**src/lspcPkg.sv**
```systemverilog
// LSPC shared definitions
package lspcPkg;

	// ====================
	// Fixed widths

	// CPU data word and VRAM word
	localparam int WORD_BITS = 16;
	// Auto-animation tile counter
	localparam int AA_BITS = 3;
	// Raster line as seen in the mode read word
	localparam int RASTER_BITS = 9;

	// ====================
	// Register map

	// Word registers, CPU address bits 2:1
	typedef enum logic [1:0] {
		REG_VRAMADDR = 2'd0,
		REG_VRAMRW   = 2'd1,
		REG_VRAMMOD  = 2'd2,
		REG_LSPCMODE = 2'd3
	} regSelT;

	// One CPU bus request, sampled on CLK
	typedef struct packed {
		regSelT                sel;
		logic                  wr;
		logic                  rd;
		logic [WORD_BITS-1:0]  wrData;
	} cpuBusT;

	// ====================
	// VRAM command channel

	// Set isWrite writes at the pointer, clear loads the pointer
	typedef struct packed {
		logic                  isWrite;
		logic [WORD_BITS-1:0]  data;
	} vramCmdT;

	// Mode register write word, raw or split into fields
	typedef union packed {
		logic [WORD_BITS-1:0] raw;
		struct packed {
			logic [7:0] aaSpeed;
			logic [7:0] reserved;
		} fields;
	} lspcModeT;

endpackage

```
**src/videoTiming.sv**
```systemverilog
// Video timing generator
module videoTiming #(
	parameter int LINE_PIXELS = 384,
	parameter int FRAME_LINES = 264,
	parameter int HSYNC_PIXELS = 29,
	parameter int VSYNC_LINES = 8
) (
	input  logic                              CLK,
	input  logic                              nRESETP,
	output logic                              HSYNC,
	output logic                              VSYNC,
	output logic [lspcPkg::RASTER_BITS-1:0]   rasterLine,
	output logic                              frameStart
);

	localparam int PIX_BITS = (LINE_PIXELS > 1) ? $clog2(LINE_PIXELS) : 1;
	localparam int LINE_BITS = (FRAME_LINES > 1) ? $clog2(FRAME_LINES) : 1;

	logic [PIX_BITS-1:0]    pixelCnt;
	logic [LINE_BITS-1:0]   lineCnt;
	logic                   lineEnd;
	logic                   frameEnd;

	// ====================
	// Counters

	// Last pixel of a line, last line of a frame
	assign lineEnd = pixelCnt == PIX_BITS'(LINE_PIXELS - 1);
	assign frameEnd = lineCnt == LINE_BITS'(FRAME_LINES - 1);

	always_ff @(posedge CLK or negedge nRESETP) begin
		if (!nRESETP) begin
			pixelCnt <= '0;
			lineCnt <= '0;
		end else begin
			// Pixel counter every cycle
			pixelCnt <= lineEnd ? '0 : pixelCnt + 1'b1;
			// Raster steps on the pixel wrap
			if (lineEnd) begin
				lineCnt <= frameEnd ? '0 : lineCnt + 1'b1;
			end
		end
	end

	// ====================
	// Decoded outputs

	// Syncs are active low at the start of line and frame
	assign HSYNC = pixelCnt >= PIX_BITS'(HSYNC_PIXELS);
	assign VSYNC = lineCnt >= LINE_BITS'(VSYNC_LINES);

	// First pixel of line zero
	assign frameStart = pixelCnt == '0 && lineCnt == '0;

	assign rasterLine = lspcPkg::RASTER_BITS'(lineCnt);

endmodule

```
**config.mk**
```make
export PLATFORM = sky130hd
export DESIGN_NAME = videoTiming
export DESIGN_NICKNAME = d
export VERILOG_FILES = /design/src/lspcPkg.sv /design/src/videoTiming.sv
export SDC_FILE = /design/constraint.sdc
export NUM_CORES = 1
export LEC_CHECK = 0
export BUFFER_PORTS_ARGS = -buffer_cell sky130_fd_sc_hd__buf_2
export CORE_MARGIN = 1
export CORE_UTILIZATION = 29
export CTS_BUF_LIST = sky130_fd_sc_hd__clkbuf_4
export CTS_CLUSTER_DIAMETER = 120
export CTS_CLUSTER_SIZE = 8
export DETAILED_ROUTE_END_ITERATION = 8
export PLACE_DENSITY = 0.56
export SLEW_MARGIN = 20
export SYNTH_ARGS = -nofsm -noshare
export SYNTH_HDL_FRONTEND = slang
export SYNTH_SLANG_ARGS = --single-unit
```
**constraint.sdc**
```tcl
create_clock -name CLK -period 3.8 [get_ports CLK]
set_input_delay 0.57 -clock CLK [delete_from_list [all_inputs] [get_ports CLK]]
set_output_delay 0.57 -clock CLK [all_outputs]
set_load 0.02 [all_outputs]
```
* After elaboration in Yosys (flattened, before gate mapping) *
Index checks and enable logic that the tools add are counted.

word-level totals
  input port bits = 2
  flip-flop bits (word level) = 18

cells by class
  add/subtract/negate cells = 2
  magnitude comparators = 2
  mux-type cells = 2
  equality and inequality tests = 2
  reduce and logical (&&, ||, !) cells = 3

operators by type and width
  cell                   number
  $add A9 B1 Y9 const B  2
  $eq A9 B9 Y1 const B   2
  $logic_not A9 Y1       2
  $mux W9                2
  $ge A9 B4 Y1 const B   1
  $ge A9 B5 Y1 const B   1
  $logic_and A1 B1 Y1    1

* Depth between registers and ports, before layout *
Gate-level depths: netlist of the first run.

  depth after elaboration = 2
  depth in mapped cells = 6

* Worst setup path after synthesis of the first run *
No wires, ideal clock.

  path kind = register to output
  from = register lineCnt[7], in the netlist rasterLine[7]
  to = output port frameStart
  stages on the path, launching flop included = 4
  setup slack = 1.734 ns
  data required time = 3.230 ns
  arrival time = 1.496 ns
  path through = dfrtp_1 nor4_1 nand2_1 nor3_1

between the ends
  longest elaborated chain between the ends = 2

ends and longest elaborated chain
  what                    line               RTL
  start, declared         videoTiming.sv:20  logic [LINE_BITS-1:0] lineCnt;
  start signal, assigned  videoTiming.sv:40  lineCnt <= frameEnd ? '0 : lineCnt + 1'b1;
  $logic_not A9 Y1        videoTiming.sv:53  assign frameStart = pixelCnt == '0 && lineCnt == '0;
  $logic_and A1 B1 Y1     videoTiming.sv:53
  end, declared           videoTiming.sv:13  output logic frameStart

Every way passes these cells.

* Worst setup path in the final report of the first run *
  from = register pixelCnt[7]
  to = output port HSYNC

between the ends
  longest elaborated chain between the ends = 1

ends and longest elaborated chain
  what                    line               RTL
  start, declared         videoTiming.sv:19  logic [PIX_BITS-1:0] pixelCnt;
  start signal, assigned  videoTiming.sv:37  pixelCnt <= lineEnd ? '0 : pixelCnt + 1'b1;
  $ge A9 B5 Y1            videoTiming.sv:49  assign HSYNC = pixelCnt >= PIX_BITS'(HSYNC_PIXELS);
  end, declared           videoTiming.sv:10  output logic HSYNC,

Every way passes these cells.

==> results.toml, run 1 <==
[die]
rows = 20
die_area_um2 = 3597
start_util = 0.3116
num_io_pins = 14
fp.dieW_um = 59.98
core_area_um2 = 3128
die_h_um = 59.98

[sta]
grt_setup_unrepaired = "no"
tns_ns = 0
skew_ns = 0.008134
hold_viol = 0
clock.fmax_ghz = 0.4315
fin_crit_ns = 2.318
setup_violations = 0
slew-limit-headroom = 0.6110
worstMarginPinSlew_ns = 0.5816
finalMaxSlewViolations = 0
finalCritPeriodShare = 0.6099

[synthesis]
syn-cell-area_um2 = 974.7
synth_area_leader_cell = "dfrtp_1"
synth_top_area_frac = 0.4621
synthTopCellsByArea = "dfrtp_1, ha_1, xnor2_1, nand4_4, o21ai_0"
yosys-top-cells-count = "dfrtp_1, inv_1, nand2_1, o21ai_0, nand3_1"
synth_edf_count = 0
yosysUniqueCellTypes = 29
ys_warn_count = 0
synthCells = 89
avgSynthCellArea_um2 = 10.95
ys_ff_latch = 18
synth_flop_cell = "dfrtp_1"
ys_seq_area_frac = 0.4621
synth_most_common_cell = "dfrtp_1"
synth-async-reset-ratio = 1.000
syn_nets = 96

[finish]
antenna_cells = 0
fin_util = 0.3536
final_layout_size_suffix_gt1_frac = 0.2212
nets = 113
synthToLayoutAreaGrowth_pct = 13.48

[place]
gp_congestion = 0.7801
portBuffers = 13
hpwl_mm = 1.334

[clock_network]
cts_num_sinks = 18
htreeDepth = 1
cts-hold-fix-buffers = 0
cts-resized-gates = 0
root_buffer = "clkbuf_4"
post-cts-setup-buffers = 0
cts_tree = "built"
insertion_delay_ns = 0.29
clk_pin_slew_ns = 0.11
clk_path_buf_depth = 2
cts_buffers = 3

[routing]
post_drt_via_cell_ratio = 4.851
drtIter0Drc = 29
drc = 0
routedWlPerCell_um = 12.59
dr.pass1.iters = 4
dr_total_vias = 718
finalWirelength_mm = 1.864
ant_nets = 0

[setup_path]
ff2ff_path_depth = 5
crit_path_top_delay_cell = "or4_1"
required_ns = 3.23
critical_path_buf_inv_count = 1
worstSetupPathType = "register to primary output"
worstPathMaxFanout = 6
endpoint_kind = "primary output"
worstReg2RegEnd = "rasterLine[8]"
cp.arrival_ns = 1.75
path_delay_family = "simple AND/OR/NAND/NOR gates"
r2r_start = "pixelCnt[0]"
path_cells = "or4_1, a41o_2, buf_2"
max_stage_delay_ns = 0.56
start_kind = "register"
reg2reg_slack_ns = 1.97

[global_routing]
globalRouteOverflowTotal = 0
grt_first_pass_wirelength_mm = 2.870
antenna_found_initial = 0
grt_pass1_vias = 643
grt_max_degree = 19
grt_use_total = 0.1111

[pwr]
ir_drop_mv = 0.06101
power.leakage_uw = 0.0004978
cellPowerDensity_nw_per_um2 = 262.8

[hold_path]
hold_path.class = "primary input to asynchronous set/reset pin"

[job]
drv_cap = 0

[run_status]
status = "complete, no violations"
## worst register-to-register path, delay by kind of cell (launching register included)
kind	cells	cell delay, ns
AO/OA/AOI/OAI	2	0.34
adder cells (fa/ha/maj)	1	0.29
flip-flops	1	0.44
AND/OR/NAND/NOR	2	0.66
## placed cells by master (no fill, tap or decap), types with 2 or more instances in the layout
cell type / count
dfrtp_1: 18
buf_2: 13
inv_1: 7
o21ai_0: 7
nand2_1: 7
nand3_1: 6
xnor2_1: 5
nor2_1: 5
ha_1: 5
xor2_1: 3
nand4_1: 3
clkbuf_4: 3
nand4_4: 2
and3_1: 2
or3_1: 2
nor4b_1: 2
## kinds of logic (layout without fill, tap and decap cells)
| group | count (synthesis) | count (layout) | synth area share |
|---|---|---|---|
| buffers and inverters | 8 | 23 | 0.03852 |
| DFF | 18 | 18 | 0.4621 |
| xor gates and xnor gates | 9 | 9 | 0.08858 |
| AOI/OAI and AO/OA | 12 | 12 | 0.07830 |
| adders and majority gates | 5 | 5 | 0.06418 |
| and+or+nand+nor | 37 | 37 | 0.2683 |
## power breakdown
part / switching (uW) / leakage, uW / internal (uW) / total, uW
registers: 0 / 0.000237 / 191 / 191
logic: 3.47 / 0.000247 / 0.372 / 3.84
clock network: 58.6 / 0.0000138 / 36.8 / 95.4
total: 62.0 / 0.000498 / 229 / 291
## through the flow
stage / hold slack [ns] / instances / area [um^2] / total power [uW] / setup WS, ns
global placement: 0.5100 / 145 / 1084 / 199.4 / 1.820
global route: 0.2064 / 148 / 1106 / 305.9 / 1.387
detailed placement: 0.5236 / 145 / 1084 / 199.5 / 1.806
CTS: 0.1988 / 148 / 1106 / 295.5 / 1.478
floorplan: 0.2744 / 89 / 974.7 / 195.2 / 1.734
finish: 0.1825 / 148 / 1106 / 290.7 / 1.482
## flip-flops by register name (all words and copies together) (netlist names)
register	flops
rasterLine	9
pixelCnt	9
## routing by layer
layer,up-vias,share of wire,track usage
li1,347,-,-
met1,349,0.44,0.1362
met2,15,0.51,0.1841
met3,7,0.021,0.01299
met4,0,0.025,0.06977
met5,-,0,0
## layout make-up
| cell class | count | area (um^2) |
|---|---|---|
| clock buffers | 3 | 22.52 |
| flip-flops and latches | 18 | 450.4 |
| multi-input cells | 63 | 486.7 |
| inverters | 7 | 26.28 |
| well taps | 44 | 55.05 |
| fillers | 317 | 2022 |
| repair buffers | 13 | 65.06 |
## how the worst max path moves through the flow
| stage | end | cells past startpoint | start |
|---|---|---|---|
| detailed placement | frameStart | 6 | pixelCnt[0] |
| CTS | frameStart | 6 | pixelCnt[0] |
| global route | frameStart | 6 | pixelCnt[0] |
| finish | HSYNC | 3 | pixelCnt[7] |
| floorplan | frameStart | 3 | rasterLine[7] |
| global placement | HSYNC | 3 | pixelCnt[7] |
(Power assumes the default switching activity.)
==> inputs of run 2 (changes only) <==
Settings changed: PLACE_DENSITY 0.56 to 0.58.
Clock period 3.8 ns to 2.12 ns, I/O delays scaled along.
==> run 2 against run 1 <==
  * Global-route usage is 0.88 points higher
  * Worst setup slack worse by 1.4 ns
  * Total power is 84% higher
  * Highest routed layer unchanged
==> results.toml, run 2 (synthesis gave the netlist of run 1 again) <==
[die]
num_io_pins = 14
die_area_um2 = 3597
core_area_um2 = 3128
rows = 20
die_h_um = 59.98
start_util = 0.3116
fp.dieW_um = 59.98

[setup_path]
endpoint_kind = "primary output"
crit_path_top_delay_cell = "dfrtp_1"
max_stage_delay_ns = 0.45
path_cells = "ha_1, or3_1, a41o_2, buf_2"
worstPathMaxFanout = 6
start_kind = "register"
reg2reg_slack_ns = 0.42
cp.arrival_ns = 1.73
worstReg2RegEnd = "rasterLine[4]"
r2r_start = "pixelCnt[0]"
worstSetupPathType = "register to primary output"
ff2ff_path_depth = 6
required_ns = 1.80

[clock_network]
cts_num_sinks = 18
cts_buffers = 3
post-cts-setup-buffers = 0
insertion_delay_ns = 0.30
cts_tree = "built"
htreeDepth = 1
root_buffer = "clkbuf_4"
clk_pin_slew_ns = 0.12
clk_path_buf_depth = 2

[pwr]
power.leakage_uw = 0.0005074
ir_drop_mv = 0.1706
cellPowerDensity_nw_per_um2 = 472.3
p_total_uw = 536.0

[place]
gp_congestion = 0.7879
placed_area_um2 = 1091
hpwl_mm = 1.409
portBuffers = 13

[finish]
antenna_cells = 0
multiInputGateArea_um2 = 493.0
layout_commonest_cell = "dfrtp_1"
final_layout_size_suffix_gt1_frac = 0.2430
final_area_um2 = 1135
nets = 115
final_cell_mix = "dfrtp_1, buf_2, inv_1, o21ai_0, nand2_1"
fin_util = 0.3628
fillers = 320
synthToLayoutAreaGrowth_pct = 16.43
regArea_um2 = 451.7

[global_routing]
antenna_found_initial = 0
grt_use_total = 0.1199
grt_first_pass_wirelength_mm = 3.139
globalRouteOverflowTotal = 0
grt_pass1_vias = 693
grt_max_degree = 19

[hold_path]
hold_path.class = "primary input to asynchronous set/reset pin"

[routing]
drtIter0Drc = 32
top_layer = "met4"
finalWirelength_mm = 1.864
wirelength_met1_um = 861
routedWlPerCell_um = 12.34
post_drt_via_cell_ratio = 4.808
dr_wl_met2_um = 904
met3_length_um = 40
dr_total_vias = 726
ant_nets = 0
drc = 0
dr.pass1.iters = 4

[sta]
skew_ns = 0.01180
slew-limit-headroom = 0.7236
fin_crit_ns = 2.052
finalCritPeriodShare = 0.9681
hold_viol = 0
worstMarginPinSlew_ns = 0.4146
finalMaxSlewViolations = 0
tns_ns = 0
whs_ns = 0.4654
setup_violations = 0
clock.fmax_ghz = 0.4873

[job]
drv_cap = 0

[run_status]
status = "complete, no violations"
[run 2: cell count changes in the layout (fill, tap and decap cells not counted)]
cell / before / now
nor4b_1: 2 / 1
buf_4: 0 / 1
clkinv_1: 0 / 1
nor4b_2: 0 / 1
dfrtp_2: 0 / 1
dlygate4sd3_1: 0 / 1
dfrtp_1: 18 / 17
[run 2: layout make-up]
| cell class | instances | area share |
|---|---|---|
| Multi-Input combinational cell | 63 | 0.4344 |
| Sequential cell | 18 | 0.3980 |
| Timing Repair Buffer | 15 | 0.07277 |
| Tap cell | 44 | 0.04851 |
| Inverter | 7 | 0.02315 |
| Clock buffer | 3 | 0.01985 |
| Clock inverter | 1 | 0.003308 |
[run 2: timing repair]
| item | CTS | global route |
|---|---|---|
| gates resized for setup | 0 | 2 |
| hold endpoints to repair | 18 | 0 |
| hold buffers | 1 | 0 |
| setup endpoints to repair | 0 | 2 |
[run 2: worst max-delay path by stage]
stage | to | cells past startpoint | slack, ns | from
floorplan | frameStart | 3 | 0.31 | rasterLine[7]
global placement | HSYNC | 3 | 0.39 | pixelCnt[7]
detailed placement | HSYNC | 4 | 0.40 | pixelCnt[0]
CTS | HSYNC | 4 | 0.05 | pixelCnt[0]
global route | frameStart | 3 | -0.007 | pixelCnt[5]
finish | HSYNC | 4 | 0.07 | pixelCnt[0]
[run 2: routing by layer]
metal	global-route usage	vias up
met2	0.1873	17
met3	0.01515	6
met4	0.07641	0
met5	0	-
met1	0.1555	346
li1	-	357
[run 2: critical path: cells and delay by family (launching register included)]
family	cells	cell delay, ns
buffers and inverters	1	0.15
DFF	1	0.45
adders and majority gates	1	0.21
AOI/OAI and AO/OA	1	0.27
and+or+nand+nor	1	0.36
[run 2: per-stage QoR]
| step | std cells | worst slack (ns) |
|---|---|---|
| 4_1_cts | 151 | 0.04618 |
| 3_5_place_dp | 146 | 0.3953 |
| 6_report | 151 | 0.06768 |
| 2_1_floorplan | 89 | 0.3060 |
| 5_1_grt | 151 | -0.006948 |
| 3_3_place_gp | 146 | 0.3930 |
[run 2: report_power, final]
| group | total, uW | leakage (uW) | switching (uW) | internal [uW] |
|---|---|---|---|---|
| sequential | 343 | 0.000235 | 0 | 343 |
| clock | 184 | 0.0000154 | 115 | 68.7 |
| combinational | 8.66 | 0.000257 | 6.79 | 1.86 |
| total | 536 | 0.000507 | 122 | 414 |
==> inputs of run 3 (changes only) <==
Settings changed: SETUP_SLACK_MARGIN from default to 0.4.
==> run 3 against run 2 <==
  * Hold slack improved by 0.011 ns
  * Non-clock buffer count is 9 higher
  * Worst setup slack better by 0.11 ns
  * Fmax rose by 5.6%
  * Clock power is 3% lower
  * Global-route usage increased by 0.14 points
  * Sequential power about the same
  * Highest routed layer unchanged
==> results.toml, run 3 (synthesis gave the netlist of run 1 again) <==
[finish]
layout_commonest_cell = "dfrtp_1"
final_layout_size_suffix_gt1_frac = 0.3362
synthToLayoutAreaGrowth_pct = 28.37
antenna_cells = 0
nets = 124
final_cell_mix = "dfrtp_1, buf_2, buf_4"

[global_routing]
grt_use_total = 0.1213
globalRouteOverflowTotal = 0
grt_max_degree = 19
grt_first_pass_wirelength_mm = 3.160
antenna_found_initial = 0
grt_pass1_vias = 689

[setup_path]
critical_path_buf_inv_count = 1
worstSetupPathType = "register to primary output"
crit_start = "pixelCnt[8]"
required_ns = 1.80
crit_path_top_delay_cell = "or4_4"
max_stage_delay_ns = 0.56
endpoint_kind = "primary output"
path_cells = "or4_4, a41o_2, buf_6"
r2r_start = "pixelCnt[0]"
start_kind = "register"
cp.arrival_ns = 1.63
path_delay_family = "simple AND/OR/NAND/NOR gates"
worstPathMaxFanout = 2

[routing]
dr_total_vias = 758
dr.pass1.iters = 4
top_layer = "met4"
wirelength_met1_um = 935
ant_nets = 0
post_drt_via_cell_ratio = 4.738
drc = 0
dr_wl_met2_um = 987
drtIter0Drc = 47
finalWirelength_mm = 2.013
routedWlPerCell_um = 12.58
met3_length_um = 76

[clock_network]
cts_buffers = 3
insertion_delay_ns = 0.29
htreeDepth = 1
cts_tree = "built"
clk_path_buf_depth = 2
root_buffer = "clkbuf_4"
cts_num_sinks = 18
clk_pin_slew_ns = 0.11

[sta]
worstMarginPinSlew_ns = 0.4299
setup_violations = 0
hold_viol = 0
tns_ns = 0
clock.fmax_ghz = 0.5146
slew-limit-headroom = 0.7134
finalMaxSlewViolations = 0
skew_ns = 0.003340
grt_setup_unrepaired = "yes"
fin_crit_ns = 1.943
finalCritPeriodShare = 0.9167

[pwr]
cellPowerDensity_nw_per_um2 = 423.7
p_total_uw = 530.1
ir_drop_mv = 0.2747
power.leakage_uw = 0.0005631

[die]
die_h_um = 59.98
rows = 20
die_area_um2 = 3597
fp.dieW_um = 59.98
core_area_um2 = 3128
start_util = 0.3116
num_io_pins = 14

[job]
drv_cap = 0

[run_status]
status = "complete, no violations"

[hold_path]
hold_path.class = "primary input to asynchronous set/reset pin"

[place]
gp_congestion = 0.8107
portBuffers = 13
hpwl_mm = 1.353
## run 3: worst paths after layout
kind | endpoint | slack (ns) | depth (start not counted)
setup / recovery | HSYNC | 0.18 | 3
hold / removal | rasterLine[2] | 0.48 | 2
setup reg to reg | rasterLine[4] | 0.43 | 7
hold reg to reg | pixelCnt[0] | 0.52 | 1
max in group asynchronous | pixelCnt[7] | 1.32 | 2
min in group CLK | pixelCnt[0] | 0.52 | 1
## run 3: repair_timing
action,in CTS,in global routing
pin swaps,2,3
endpoints found under the hold margin,18,0
setup endpoints to repair,2,12
hold buffers,1,0
setup buffers,5,4
resized for setup,7,5
## run 3: layout make-up
cell class | count | area [um^2]
well taps | 44 | 55.05
fillers | 305 | 1877
multi-input cells | 63 | 533.0
repair buffers | 24 | 158.9
clock inverters | 1 | 3.754
clock buffers | 3 | 22.52
inverters | 7 | 26.28
flip-flops and latches | 18 | 451.7
## run 3: power by group
part / switching, uW / internal [uW]
sequential: 0 / 343
clock: 110 / 68.5
combinational: 7.00 / 1.86
## run 3: per-stage QoR
stage | hold WS (ns) | instances | setup slack (ns) | utilization | instance area (um^2)
after floorplan | 0.02241 | 89 | 0.4657 | - | 979.7
after global placement | 0.2738 | 146 | 0.4114 | 0.3504 | 1096
after detailed placement | 0.2827 | 146 | 0.3921 | 0.3504 | 1096
after CTS | 0.4791 | 156 | 0.1702 | 0.3812 | 1192
after global routing | 0.5216 | 160 | 0.1272 | 0.4000 | 1251
final | 0.4761 | 160 | 0.1766 | 0.4000 | 1251
## run 3: per-layer routing
metal  vias to the layer above  global-route usage
li1                        372                   -
met1                       368              0.1461
met2                        16              0.2032
met3                         2             0.04113
met4                         0             0.03654
met5                         -                   0
